`config.mk`:
```
export PLATFORM = sky130hd
export DESIGN_NAME = vmul_top
export DESIGN_NICKNAME = d
export VERILOG_FILES = /design/src/hw/vmul_pkg.sv /design/src/hw/credit_fifo.sv /design/src/hw/vedic_mult_node.sv /design/src/hw/vmul_pipe.sv /design/src/hw/vmul_regs.sv /design/src/hw/vmul_top.sv
export VERILOG_INCLUDE_DIRS = /design/src /design/src/hw
export SDC_FILE = /design/constraint.sdc
export NUM_CORES = 1
export LEC_CHECK = 0
export ABC_AREA = 1
export BUFFER_PORTS_ARGS = -buffer_cell sky130_fd_sc_hd__buf_2
export CORE_ASPECT_RATIO = 1.25
export CORE_MARGIN = 2
export CORE_UTILIZATION = 54
export DETAILED_ROUTE_END_ITERATION = 10
export PLACE_DENSITY = 0.8
export SLEW_MARGIN = 20
export SYNTH_ARGS = -nofsm -noshare
export SYNTH_HDL_FRONTEND = slang
export SYNTH_HIERARCHICAL = 1
export SYNTH_SLANG_ARGS = --single-unit
```
`constraint.sdc`:
```
create_clock -name clk -period 13.6 [get_ports clk]
set_clock_uncertainty 0.15 [all_clocks]
set_input_delay 0.68 -clock clk [delete_from_list [all_inputs] [get_ports clk]]
set_output_delay 0.68 -clock clk [all_outputs]
set_load 0.05 [all_outputs]
```
`src/hw/vmul_config.svh`:
```
// ============================
// Vedic multiply accelerator configuration
// Widths, buffer depths, credit counts, register map
// ============================
`ifndef VMUL_CONFIG_SVH
`define VMUL_CONFIG_SVH

// Datapath widths
`define VMUL_OP_W        16
`define VMUL_RES_W       32

// Buffer depths
// Output depth is also the input FIFO's starting credit count
`define VMUL_IN_DEPTH    4
`define VMUL_OUT_DEPTH   4

// Credits held toward the result receiver after reset
`define VMUL_RES_CREDITS 2

// Register map, byte addresses
`define VMUL_ADR_CTRL    8'h00
`define VMUL_ADR_COEF    8'h04
`define VMUL_ADR_COUNT   8'h08
`define VMUL_ADR_ID      8'h0C

// Fixed read values
`define VMUL_ID_VALUE    32'h564D_0001
`define VMUL_UNMAPPED    32'hDEAD_BEEF

`endif

```
`src/hw/vmul_pkg.sv`:
```
// ============================
// Vedic multiply accelerator types
// Command word decodes and datapath mode
// ============================
`include "vmul_config.svh"

package vmul_pkg;

    // ============================
    // Datapath mode
    // ============================
    // Selected by CTRL bit 0
    typedef enum logic {
        VMUL_MODE_PAIR  = 1'b0,
        VMUL_MODE_SCALE = 1'b1
    } vmul_mode_e;

    // ============================
    // Command word
    // ============================
    // Same 32 bits, read through the view picked by mode
    typedef union packed {
        // Pair: a in upper half, b in lower half
        struct packed {
            logic [`VMUL_OP_W-1:0] op_a;
            logic [`VMUL_OP_W-1:0] op_b;
        } pair;
        // Scale: offset in upper half, a in lower half
        struct packed {
            logic [`VMUL_OP_W-1:0] offset;
            logic [`VMUL_OP_W-1:0] op_a;
        } scale;
    } vmul_cmd_u;

endpackage

```
`src/hw/credit_fifo.sv`:
```
// ============================
// Credit-gated FIFO
// Sends the head entry while a credit is held
// ============================
`timescale 1ns/1ps
`include "vmul_config.svh"

module credit_fifo #(
    parameter int DEPTH   = 4,
    parameter int CREDITS = 4
) (
    input  logic                   clk,
    input  logic                   rst_n,
    input  logic                   push_i,
    input  logic [`VMUL_RES_W-1:0] push_data_i,
    input  logic                   credit_i,
    output logic                   send_o,
    output logic [`VMUL_RES_W-1:0] send_data_o,
    output logic                   freed_o
);

    localparam int PTR_W = (DEPTH > 1) ? $clog2(DEPTH) : 1;
    localparam int CNT_W = $clog2(DEPTH + 1);
    localparam int CRD_W = $clog2(CREDITS + 1);

    logic [`VMUL_RES_W-1:0] mem [DEPTH];
    logic [PTR_W-1:0]       wr_ptr;
    logic [PTR_W-1:0]       rd_ptr;
    logic [CNT_W-1:0]       count;
    logic [CRD_W-1:0]       credits;

    // Head leaves when present and paid for
    assign send_o      = (count != '0) && (credits != '0);
    assign send_data_o = mem[rd_ptr];
    // Departure doubles as a returned credit upstream
    assign freed_o     = send_o;

    // Storage, no reset
    always_ff @(posedge clk) begin
        if (push_i) begin
            mem[wr_ptr] <= push_data_i;
        end
    end

    always_ff @(posedge clk or negedge rst_n) begin
        if (!rst_n) begin
            wr_ptr  <= '0;
            rd_ptr  <= '0;
            count   <= '0;
            credits <= CRD_W'(CREDITS);
        end else begin
            if (push_i) begin
                wr_ptr <= (wr_ptr == PTR_W'(DEPTH - 1)) ? '0 : wr_ptr + 1'b1;
            end
            if (send_o) begin
                rd_ptr <= (rd_ptr == PTR_W'(DEPTH - 1)) ? '0 : rd_ptr + 1'b1;
            end
            // Occupancy
            case ({push_i, send_o})
                2'b10:   count <= count + 1'b1;
                2'b01:   count <= count - 1'b1;
                default: count <= count;
            endcase
            // Credit balance, one gained per pulse, one spent per send
            case ({credit_i, send_o})
                2'b10:   credits <= credits + 1'b1;
                2'b01:   credits <= credits - 1'b1;
                default: credits <= credits;
            endcase
        end
    end

endmodule

```
`src/hw/vedic_mult_node.sv`:
```
// ============================
// Recursive Urdhva Tiryagbhyam multiplier
// Splits operands in halves down to a 2x2 cell
// ============================
`timescale 1ns/1ps

module vedic_mult_node #(
    parameter int WIDTH = 8
) (
    input  logic [WIDTH-1:0]   a_i,
    input  logic [WIDTH-1:0]   b_i,
    output logic [2*WIDTH-1:0] p_o
);

    if (WIDTH == 2) begin : g_base
        // Base cell, vertical and crosswise bit products
        logic pp_ll, pp_hl, pp_lh, pp_hh;

        assign pp_ll = a_i[0] & b_i[0];
        assign pp_hl = a_i[1] & b_i[0];
        assign pp_lh = a_i[0] & b_i[1];
        assign pp_hh = a_i[1] & b_i[1];

        assign p_o[0] = pp_ll;
        assign p_o[1] = pp_hl ^ pp_lh;
        // Crosswise carry folds into the high column
        assign p_o[2] = pp_hh ^ (pp_hl & pp_lh);
        assign p_o[3] = pp_hh & pp_hl & pp_lh;
    end else begin : g_split
        localparam int H = WIDTH / 2;

        logic [WIDTH-1:0] q0, q1, q2, q3;
        logic [H+1:0]     sum1, sum2, sum3;

        // Vertical (lo*lo, hi*hi) and crosswise (hi*lo, lo*hi) products
        vedic_mult_node #(.WIDTH(H)) u_ll (.a_i(a_i[H-1:0]), .b_i(b_i[H-1:0]), .p_o(q0));
        vedic_mult_node #(.WIDTH(H)) u_hl (.a_i(a_i[WIDTH-1:H]), .b_i(b_i[H-1:0]), .p_o(q1));
        vedic_mult_node #(.WIDTH(H)) u_lh (.a_i(a_i[H-1:0]), .b_i(b_i[WIDTH-1:H]), .p_o(q2));
        vedic_mult_node #(.WIDTH(H)) u_hh (.a_i(a_i[WIDTH-1:H]), .b_i(b_i[WIDTH-1:H]), .p_o(q3));

        // Second column: upper q0 plus lower crosswise halves
        assign sum1 = {2'b00, q0[WIDTH-1:H]} + {2'b00, q1[H-1:0]} + {2'b00, q2[H-1:0]};
        // Third column: carry in, upper crosswise halves, lower q3
        assign sum2 = {{H{1'b0}}, sum1[H+1:H]} + {2'b00, q1[WIDTH-1:H]}
                    + {2'b00, q2[WIDTH-1:H]} + {2'b00, q3[H-1:0]};
        // Top column, product never overflows so the carry out drops
        assign sum3 = {2'b00, q3[WIDTH-1:H]} + {{H{1'b0}}, sum2[H+1:H]};

        assign p_o = {sum3[H-1:0], sum2[H-1:0], sum1[H-1:0], q0[H-1:0]};
    end

endmodule

```
`src/hw/vmul_pipe.sv`:
```
// ============================
// Three-stage multiply pipeline
// Decode, four half-width Vedic products, combine and offset add
// ============================
`timescale 1ns/1ps
`include "vmul_config.svh"

module vmul_pipe (
    input  logic                   clk,
    input  logic                   rst_n,
    input  logic                   in_valid_i,
    input  vmul_pkg::vmul_cmd_u    in_data_i,
    input  vmul_pkg::vmul_mode_e   mode_i,
    input  logic [`VMUL_OP_W-1:0]  coef_i,
    output logic                   out_valid_o,
    output logic [`VMUL_RES_W-1:0] out_data_o
);

    import vmul_pkg::*;

    localparam int HALF = `VMUL_OP_W / 2;

    // Stage 1 registers
    logic                  s1_valid;
    logic [`VMUL_OP_W-1:0] s1_a;
    logic [`VMUL_OP_W-1:0] s1_b;
    logic [`VMUL_OP_W-1:0] s1_off;

    // Half-width products from stage 1 operands
    logic [`VMUL_OP_W-1:0] q0, q1, q2, q3;

    // Stage 2 registers
    logic                  s2_valid;
    logic [`VMUL_OP_W-1:0] s2_q0, s2_q1, s2_q2, s2_q3;
    logic [`VMUL_OP_W-1:0] s2_off;

    // Full product before offset
    logic [`VMUL_RES_W-1:0] prod;

    // ============================
    // Stage 1, decode and operand select
    // ============================
    always_ff @(posedge clk) begin
        if (in_valid_i) begin
            if (mode_i == VMUL_MODE_SCALE) begin
                // Scale: operand times coefficient plus offset
                s1_a   <= in_data_i.scale.op_a;
                s1_b   <= coef_i;
                s1_off <= in_data_i.scale.offset;
            end else begin
                // Pair: plain product
                s1_a   <= in_data_i.pair.op_a;
                s1_b   <= in_data_i.pair.op_b;
                s1_off <= '0;
            end
        end
    end

    // ============================
    // Stage 2, registered 8x8 products
    // ============================
    vedic_mult_node #(.WIDTH(HALF)) u_mul_ll (
        .a_i(s1_a[HALF-1:0]), .b_i(s1_b[HALF-1:0]), .p_o(q0));
    vedic_mult_node #(.WIDTH(HALF)) u_mul_hl (
        .a_i(s1_a[`VMUL_OP_W-1:HALF]), .b_i(s1_b[HALF-1:0]), .p_o(q1));
    vedic_mult_node #(.WIDTH(HALF)) u_mul_lh (
        .a_i(s1_a[HALF-1:0]), .b_i(s1_b[`VMUL_OP_W-1:HALF]), .p_o(q2));
    vedic_mult_node #(.WIDTH(HALF)) u_mul_hh (
        .a_i(s1_a[`VMUL_OP_W-1:HALF]), .b_i(s1_b[`VMUL_OP_W-1:HALF]), .p_o(q3));

    always_ff @(posedge clk) begin
        if (s1_valid) begin
            s2_q0  <= q0;
            s2_q1  <= q1;
            s2_q2  <= q2;
            s2_q3  <= q3;
            s2_off <= s1_off;
        end
    end

    // ============================
    // Stage 3, combine and offset add
    // ============================
    // hi*hi and lo*lo never overlap, crosswise terms sit at HALF
    assign prod = {s2_q3, s2_q0}
                + {{HALF{1'b0}}, s2_q1, {HALF{1'b0}}}
                + {{HALF{1'b0}}, s2_q2, {HALF{1'b0}}};

    always_ff @(posedge clk) begin
        if (s2_valid) begin
            out_data_o <= prod + {{(`VMUL_RES_W - `VMUL_OP_W){1'b0}}, s2_off};
        end
    end

    // Valid shift, push lands 3 cycles after input
    always_ff @(posedge clk or negedge rst_n) begin
        if (!rst_n) begin
            s1_valid    <= 1'b0;
            s2_valid    <= 1'b0;
            out_valid_o <= 1'b0;
        end else begin
            s1_valid    <= in_valid_i;
            s2_valid    <= s1_valid;
            out_valid_o <= s2_valid;
        end
    end

endmodule

```
`src/hw/vmul_regs.sv`:
```
// ============================
// Wishbone-style register block
// Mode, coefficient, result count, identity
// ============================
`timescale 1ns/1ps
`include "vmul_config.svh"

module vmul_regs (
    input  logic                  clk,
    input  logic                  rst_n,
    input  logic                  wb_cyc_i,
    input  logic                  wb_stb_i,
    input  logic                  wb_we_i,
    input  logic [7:0]            wb_adr_i,
    input  logic [31:0]           wb_dat_i,
    output logic                  wb_ack_o,
    output logic [31:0]           wb_dat_o,
    input  logic                  res_sent_i,
    output vmul_pkg::vmul_mode_e  mode_o,
    output logic [`VMUL_OP_W-1:0] coef_o
);

    import vmul_pkg::*;

    logic        req;
    logic [31:0] count_q;
    logic [31:0] rd_data;

    // New request only while no ack is pending
    assign req = wb_cyc_i && wb_stb_i && !wb_ack_o;

    // ============================
    // Read decode
    // ============================
    always_comb begin
        case (wb_adr_i)
            `VMUL_ADR_CTRL:  rd_data = {31'b0, mode_o};
            `VMUL_ADR_COEF:  rd_data = {{(32 - `VMUL_OP_W){1'b0}}, coef_o};
            `VMUL_ADR_COUNT: rd_data = count_q;
            `VMUL_ADR_ID:    rd_data = `VMUL_ID_VALUE;
            default:         rd_data = `VMUL_UNMAPPED;
        endcase
    end

    // Read data rides with the ack
    always_ff @(posedge clk) begin
        if (req) begin
            wb_dat_o <= rd_data;
        end
    end

    // ============================
    // Control state
    // ============================
    always_ff @(posedge clk or negedge rst_n) begin
        if (!rst_n) begin
            wb_ack_o <= 1'b0;
            mode_o   <= VMUL_MODE_PAIR;
            coef_o   <= '0;
            count_q  <= '0;
        end else begin
            // Single-cycle ack, one cycle after request
            wb_ack_o <= req;
            // Only CTRL and COEF take writes
            if (req && wb_we_i) begin
                case (wb_adr_i)
                    `VMUL_ADR_CTRL: mode_o <= vmul_mode_e'(wb_dat_i[0]);
                    `VMUL_ADR_COEF: coef_o <= wb_dat_i[`VMUL_OP_W-1:0];
                    default:        ;
                endcase
            end
            // Delivered results, wraps
            if (res_sent_i) begin
                count_q <= count_q + 32'd1;
            end
        end
    end

endmodule

```
`src/hw/vmul_top.sv`:
```
// ============================
// Streaming Vedic multiply accelerator
// Input buffer, pipeline, output buffer, registers
// ============================
`timescale 1ns/1ps
`include "vmul_config.svh"

module vmul_top (
    input  logic                   clk,
    input  logic                   rst_n,
    // Command stream
    input  logic                   cmd_valid_i,
    input  logic [`VMUL_RES_W-1:0] cmd_data_i,
    output logic                   cmd_credit_o,
    // Result stream
    output logic                   res_valid_o,
    output logic [`VMUL_RES_W-1:0] res_data_o,
    input  logic                   res_credit_i,
    // Register bus
    input  logic                   wb_cyc_i,
    input  logic                   wb_stb_i,
    input  logic                   wb_we_i,
    input  logic [7:0]             wb_adr_i,
    input  logic [31:0]            wb_dat_i,
    output logic                   wb_ack_o,
    output logic [31:0]            wb_dat_o
);

    import vmul_pkg::*;

    // Input buffer to pipeline
    logic                   in_send;
    logic [`VMUL_RES_W-1:0] in_data;
    // Pipeline to output buffer
    logic                   pipe_valid;
    logic [`VMUL_RES_W-1:0] pipe_data;
    // Output departures return as input credits
    logic                   out_freed;
    // Register steering
    vmul_mode_e             mode;
    logic [`VMUL_OP_W-1:0]  coef;

    // Starts with output depth credits, so the pipe never overruns out_fifo
    credit_fifo #(
        .DEPTH   (`VMUL_IN_DEPTH),
        .CREDITS (`VMUL_OUT_DEPTH)
    ) in_fifo (
        .clk         (clk),
        .rst_n       (rst_n),
        .push_i      (cmd_valid_i),
        .push_data_i (cmd_data_i),
        .credit_i    (out_freed),
        .send_o      (in_send),
        .send_data_o (in_data),
        .freed_o     (cmd_credit_o)
    );

    vmul_pipe u_pipe (
        .clk         (clk),
        .rst_n       (rst_n),
        .in_valid_i  (in_send),
        .in_data_i   (in_data),
        .mode_i      (mode),
        .coef_i      (coef),
        .out_valid_o (pipe_valid),
        .out_data_o  (pipe_data)
    );

    // Credits here come from the downstream receiver
    credit_fifo #(
        .DEPTH   (`VMUL_OUT_DEPTH),
        .CREDITS (`VMUL_RES_CREDITS)
    ) out_fifo (
        .clk         (clk),
        .rst_n       (rst_n),
        .push_i      (pipe_valid),
        .push_data_i (pipe_data),
        .credit_i    (res_credit_i),
        .send_o      (res_valid_o),
        .send_data_o (res_data_o),
        .freed_o     (out_freed)
    );

    vmul_regs u_regs (
        .clk        (clk),
        .rst_n      (rst_n),
        .wb_cyc_i   (wb_cyc_i),
        .wb_stb_i   (wb_stb_i),
        .wb_we_i    (wb_we_i),
        .wb_adr_i   (wb_adr_i),
        .wb_dat_i   (wb_dat_i),
        .wb_ack_o   (wb_ack_o),
        .wb_dat_o   (wb_dat_o),
        .res_sent_i (res_valid_o),
        .mode_o     (mode),
        .coef_o     (coef)
    );

endmodule

```
==> run summary <==
Cts repair resizes: 0
Slew Limit Fails: 0
Crit share post-route: 0.577
Fin cells: 4979
Post-synth EDFFs: 448
CP Data Arrival Time: 8050 ps
VDD IR max: 124 uV
Setup_tns: 0 ps
DP Cell Count: 4883
HPWL after detailed placement: 52400 um
Adder-Cell Fraction of Synth Area: 0.189
Vias in the first global route: 25300
Synth top area share: 0.383
Total Routing Usage GR: 0.222
Sequential share of the synthesized area: 0.434
Comb pwr share: 0.050
Mux share of post-synthesis cell area: 0
Postcts setup bufs: 0
CP Capture Type: flip-flop
DRC Markers: 0
RSZ-0062 raised after global routing: false
Cell mode on critical path: inv_1
Nets: 4596
Max Clock Freq: 0.127 GHz
Simple-gate share of the synthesized area: 0.181
Sw power: 771 uW
CTS max path bufs: 3
Endpoints failing hold: 0
CTS sink count: 520
Worst-skew pair later-pin latency: 650 ps
Clk network pwr share: 0.417
Synth area leader: edfxtp_1
Most common flop cell mapped by yosys: edfxtp_1
CTS tree: built
Final Cell Area: 38100 um2
Largest net degree at the start of global routing: 132
Post-synthesis compound-gate area fraction: 0.0415
Multi-input logic area: 14900 um2
# rows: 104
Initial Util: 0.546
Grt ovf: 0
Ratio of cells with drive above 1 in the final layout: 0.0789
Clk slew on worst S/H paths: 60 ps
Int Pwr: 2.66 mW
Normalized max-slew margin: 0.324
CTS buffer count: 50
Detail Route Antenna Nets: 0
XOR/XNOR Fraction of Synth Area: 0.0127
Worst path slowest cell: edfxtp_1
Routed WL per cell: 14.7 um
Vert. Die Dim: 289 um
Core Util, Final: 0.592
Area Growth Syn to Fin: 8.36%
Worst EP required: 13790 ps
FFs w/ async S/R, synth: 0.138
Global-route wire length before repair: 119000 um
Vias per std cell: 5.03
RD Place Congestion: 0.893
I/O pins: 146
Synthesized flop and latch total: 520
Worst-margin pin slew: 1010 ps
Hold Path Class: in -> reg
Starting DRT DRC Count: 1481
Gate Count Post-Synth: 4000
Leakage: 19.3 nW
Fillers: 5231
Syn_area_per_cell: 8.79 um2
First drt pass iteration count: 6
Worst Path Max Fanout: 24
Yosys cell types: 41
Die width: 232 um
Flop pwr share: 0.533
DP Area: 36300 um2
Net count after synthesis: 4506
Post-synthesis cell area: 35200 um2
Design Power: 3.43 mW
Period minus WS final: 7850 ps
Register area: 15300 um2
Crit-path max cell delay: 960 ps
Die ar.: 67200 um2
Max cap viols: 0
Pwr/cell area: 90.1 nW/um2
Initial antenna violation count: 1
Final WL: 73100 um
Status: finished, final reports clean
YS warnings: 6
Vias: 25000
Port bufs: 129
Root buf cell: clkbuf_16
Combinational family with the most area after synthesis: adder cells
Core footprint: 64400 um2
WS Path Type: reg -> reg
Antenna diode count: 0
Crit path launch type: flip-flop
Setup violators final: 0
Net Sw Frac: 0.225
Max H-tree Level: 2
Largest cells by area after synthesis: edfxtp_1 38%, nand2_1 12%, inv_1 12%, fa_1 9.8%, ha_1 9.1%
## power by group through the flow
stage / combinational (mW) / sequential (mW) / clock, mW
finish: 0.171 / 1.83 / 1.43
global route: 0.190 / 1.84 / 1.52
CTS: 0.173 / 1.83 / 1.46
detailed placement: 0.171 / 1.86 / 0
global placement: 0.165 / 1.86 / 0
floorplan: 0.0916 / 1.87 / 0
## layer usage
layer	routed length [um]	vias up	part of all wire	global-route usage
li1	-	12400	-	-
met1	28800	11800	0.39	0.256
met2	38000	686	0.52	0.416
met3	3880	156	0.053	0.0311
met4	2370	2	0.032	0.0848
met5	9	-	0.00012	0
## flip-flops by register name, indices dropped and copies added (netlist names), 3 cells and up
register	count
u_pipe/s1_off	16
u_regs/coef_o	16
u_pipe/s2_q3	16
u_pipe/s2_q0	16
u_pipe/s1_a	16
u_pipe/out_data_o	32
out_fifo/mem	128
in_fifo/mem	128
u_pipe/s2_q2	16
u_pipe/s1_b	16
out_fifo/count	3
u_regs/count_q	32
u_regs/wb_dat_o	32
in_fifo/count	3
u_pipe/s2_off	16
in_fifo/credits	3
u_pipe/s2_q1	16
## worst max-delay path, delay by kind of cell, from the launching register on
family                     cells  cell delay, ps
buffers and inverters         10             580
and+or+nand+nor               10             800
adders and majority gates     14            4640
DFF                            1             960
AOI/OAI and AO/OA              3             410
## cells in the mapped netlist (12+ instances only)
| cell type | instances |
|---|---|
| fa_1 | 172 |
| xor2_1 | 34 |
| nor2_1 | 164 |
| nor2_2 | 12 |
| nand3_1 | 184 |
| o211ai_1 | 129 |
| nand2_1 | 1116 |
| inv_1 | 1096 |
| nand2_2 | 17 |
| nand4_1 | 19 |
| o21ai_0 | 36 |
| buf_2 | 38 |
| a21oi_1 | 39 |
| clkbuf_1 | 14 |
| dfrtp_1 | 70 |
| edfxtp_1 | 448 |
| ha_1 | 255 |
| xnor2_1 | 17 |
| buf_4 | 70 |
## cells by family after synthesis
| logic type | Yosys count |
|---|---|
| and+or+nand+nor | 1548 |
| adders and majority gates | 427 |
| DFF | 520 |
| xor gates and xnor gates | 51 |
| AOI/OAI and AO/OA | 218 |
| buffers and inverters | 1236 |
## layout by cell type (no fill, tap or decap), types with 19 or more instances in the layout
master,n
nand3_1,184
ha_1,255
inv_1,1091
edfxtp_1,448
clkbuf_16,50
nand2_1,1116
buf_4,34
dfrtp_1,66
buf_2,128
nand4_1,19
fa_1,172
xor2_1,34
o21ai_0,36
a21oi_1,39
nor2_1,163
o211ai_1,129
## timing repair
action                     4_1_cts  5_1_grt
hold buffers                     1        0
setup endpoints to repair        0        0
hold endpoints to repair        31        0
## per-stage QoR
stage	setup WS [ps]	hold slack [ps]
floorplan	6610	234
global placement	6160	251
detailed placement	5860	255
CTS	5800	70.3
global route	5290	77.5
finish	5750	98.9
## final timing paths
check / from / end / slack, ps / cells past startpoint
max: u_pipe/s1_a[9]$_DFFE_PP_ / u_pipe/s2_q1[15]$_DFFE_PP_ / 5750 / 37
min: cmd_data_i[16] / in_fifo/mem[0][16]$_DFFE_PP_ / 100 / 1
max reg2reg: u_pipe/s1_a[9]$_DFFE_PP_ / u_pipe/s2_q1[15]$_DFFE_PP_ / 5750 / 37
min reg2reg: u_pipe/s1_off[6]$_SDFFCE_PN0P_ / u_pipe/s2_off[6]$_DFFE_PP_ / 270 / 0
max in group asynchronous: rst_n / u_regs/mode_o$_DFFE_PN0P_ / 11870 / 3
min in group asynchronous: rst_n / u_pipe/s2_valid$_DFF_PN0_ / 450 / 2
## cell type report
type,instances,share of cell area
flip-flops and latches,520,0.401
clock buffers,63,0.0352
well taps,848,0.0278
inverters,1108,0.109
clock inverters,30,0.00998
repair buffers,166,0.0255
multi-input cells,2244,0.392
No activity file was read; power rests on OpenSTA's default activity.
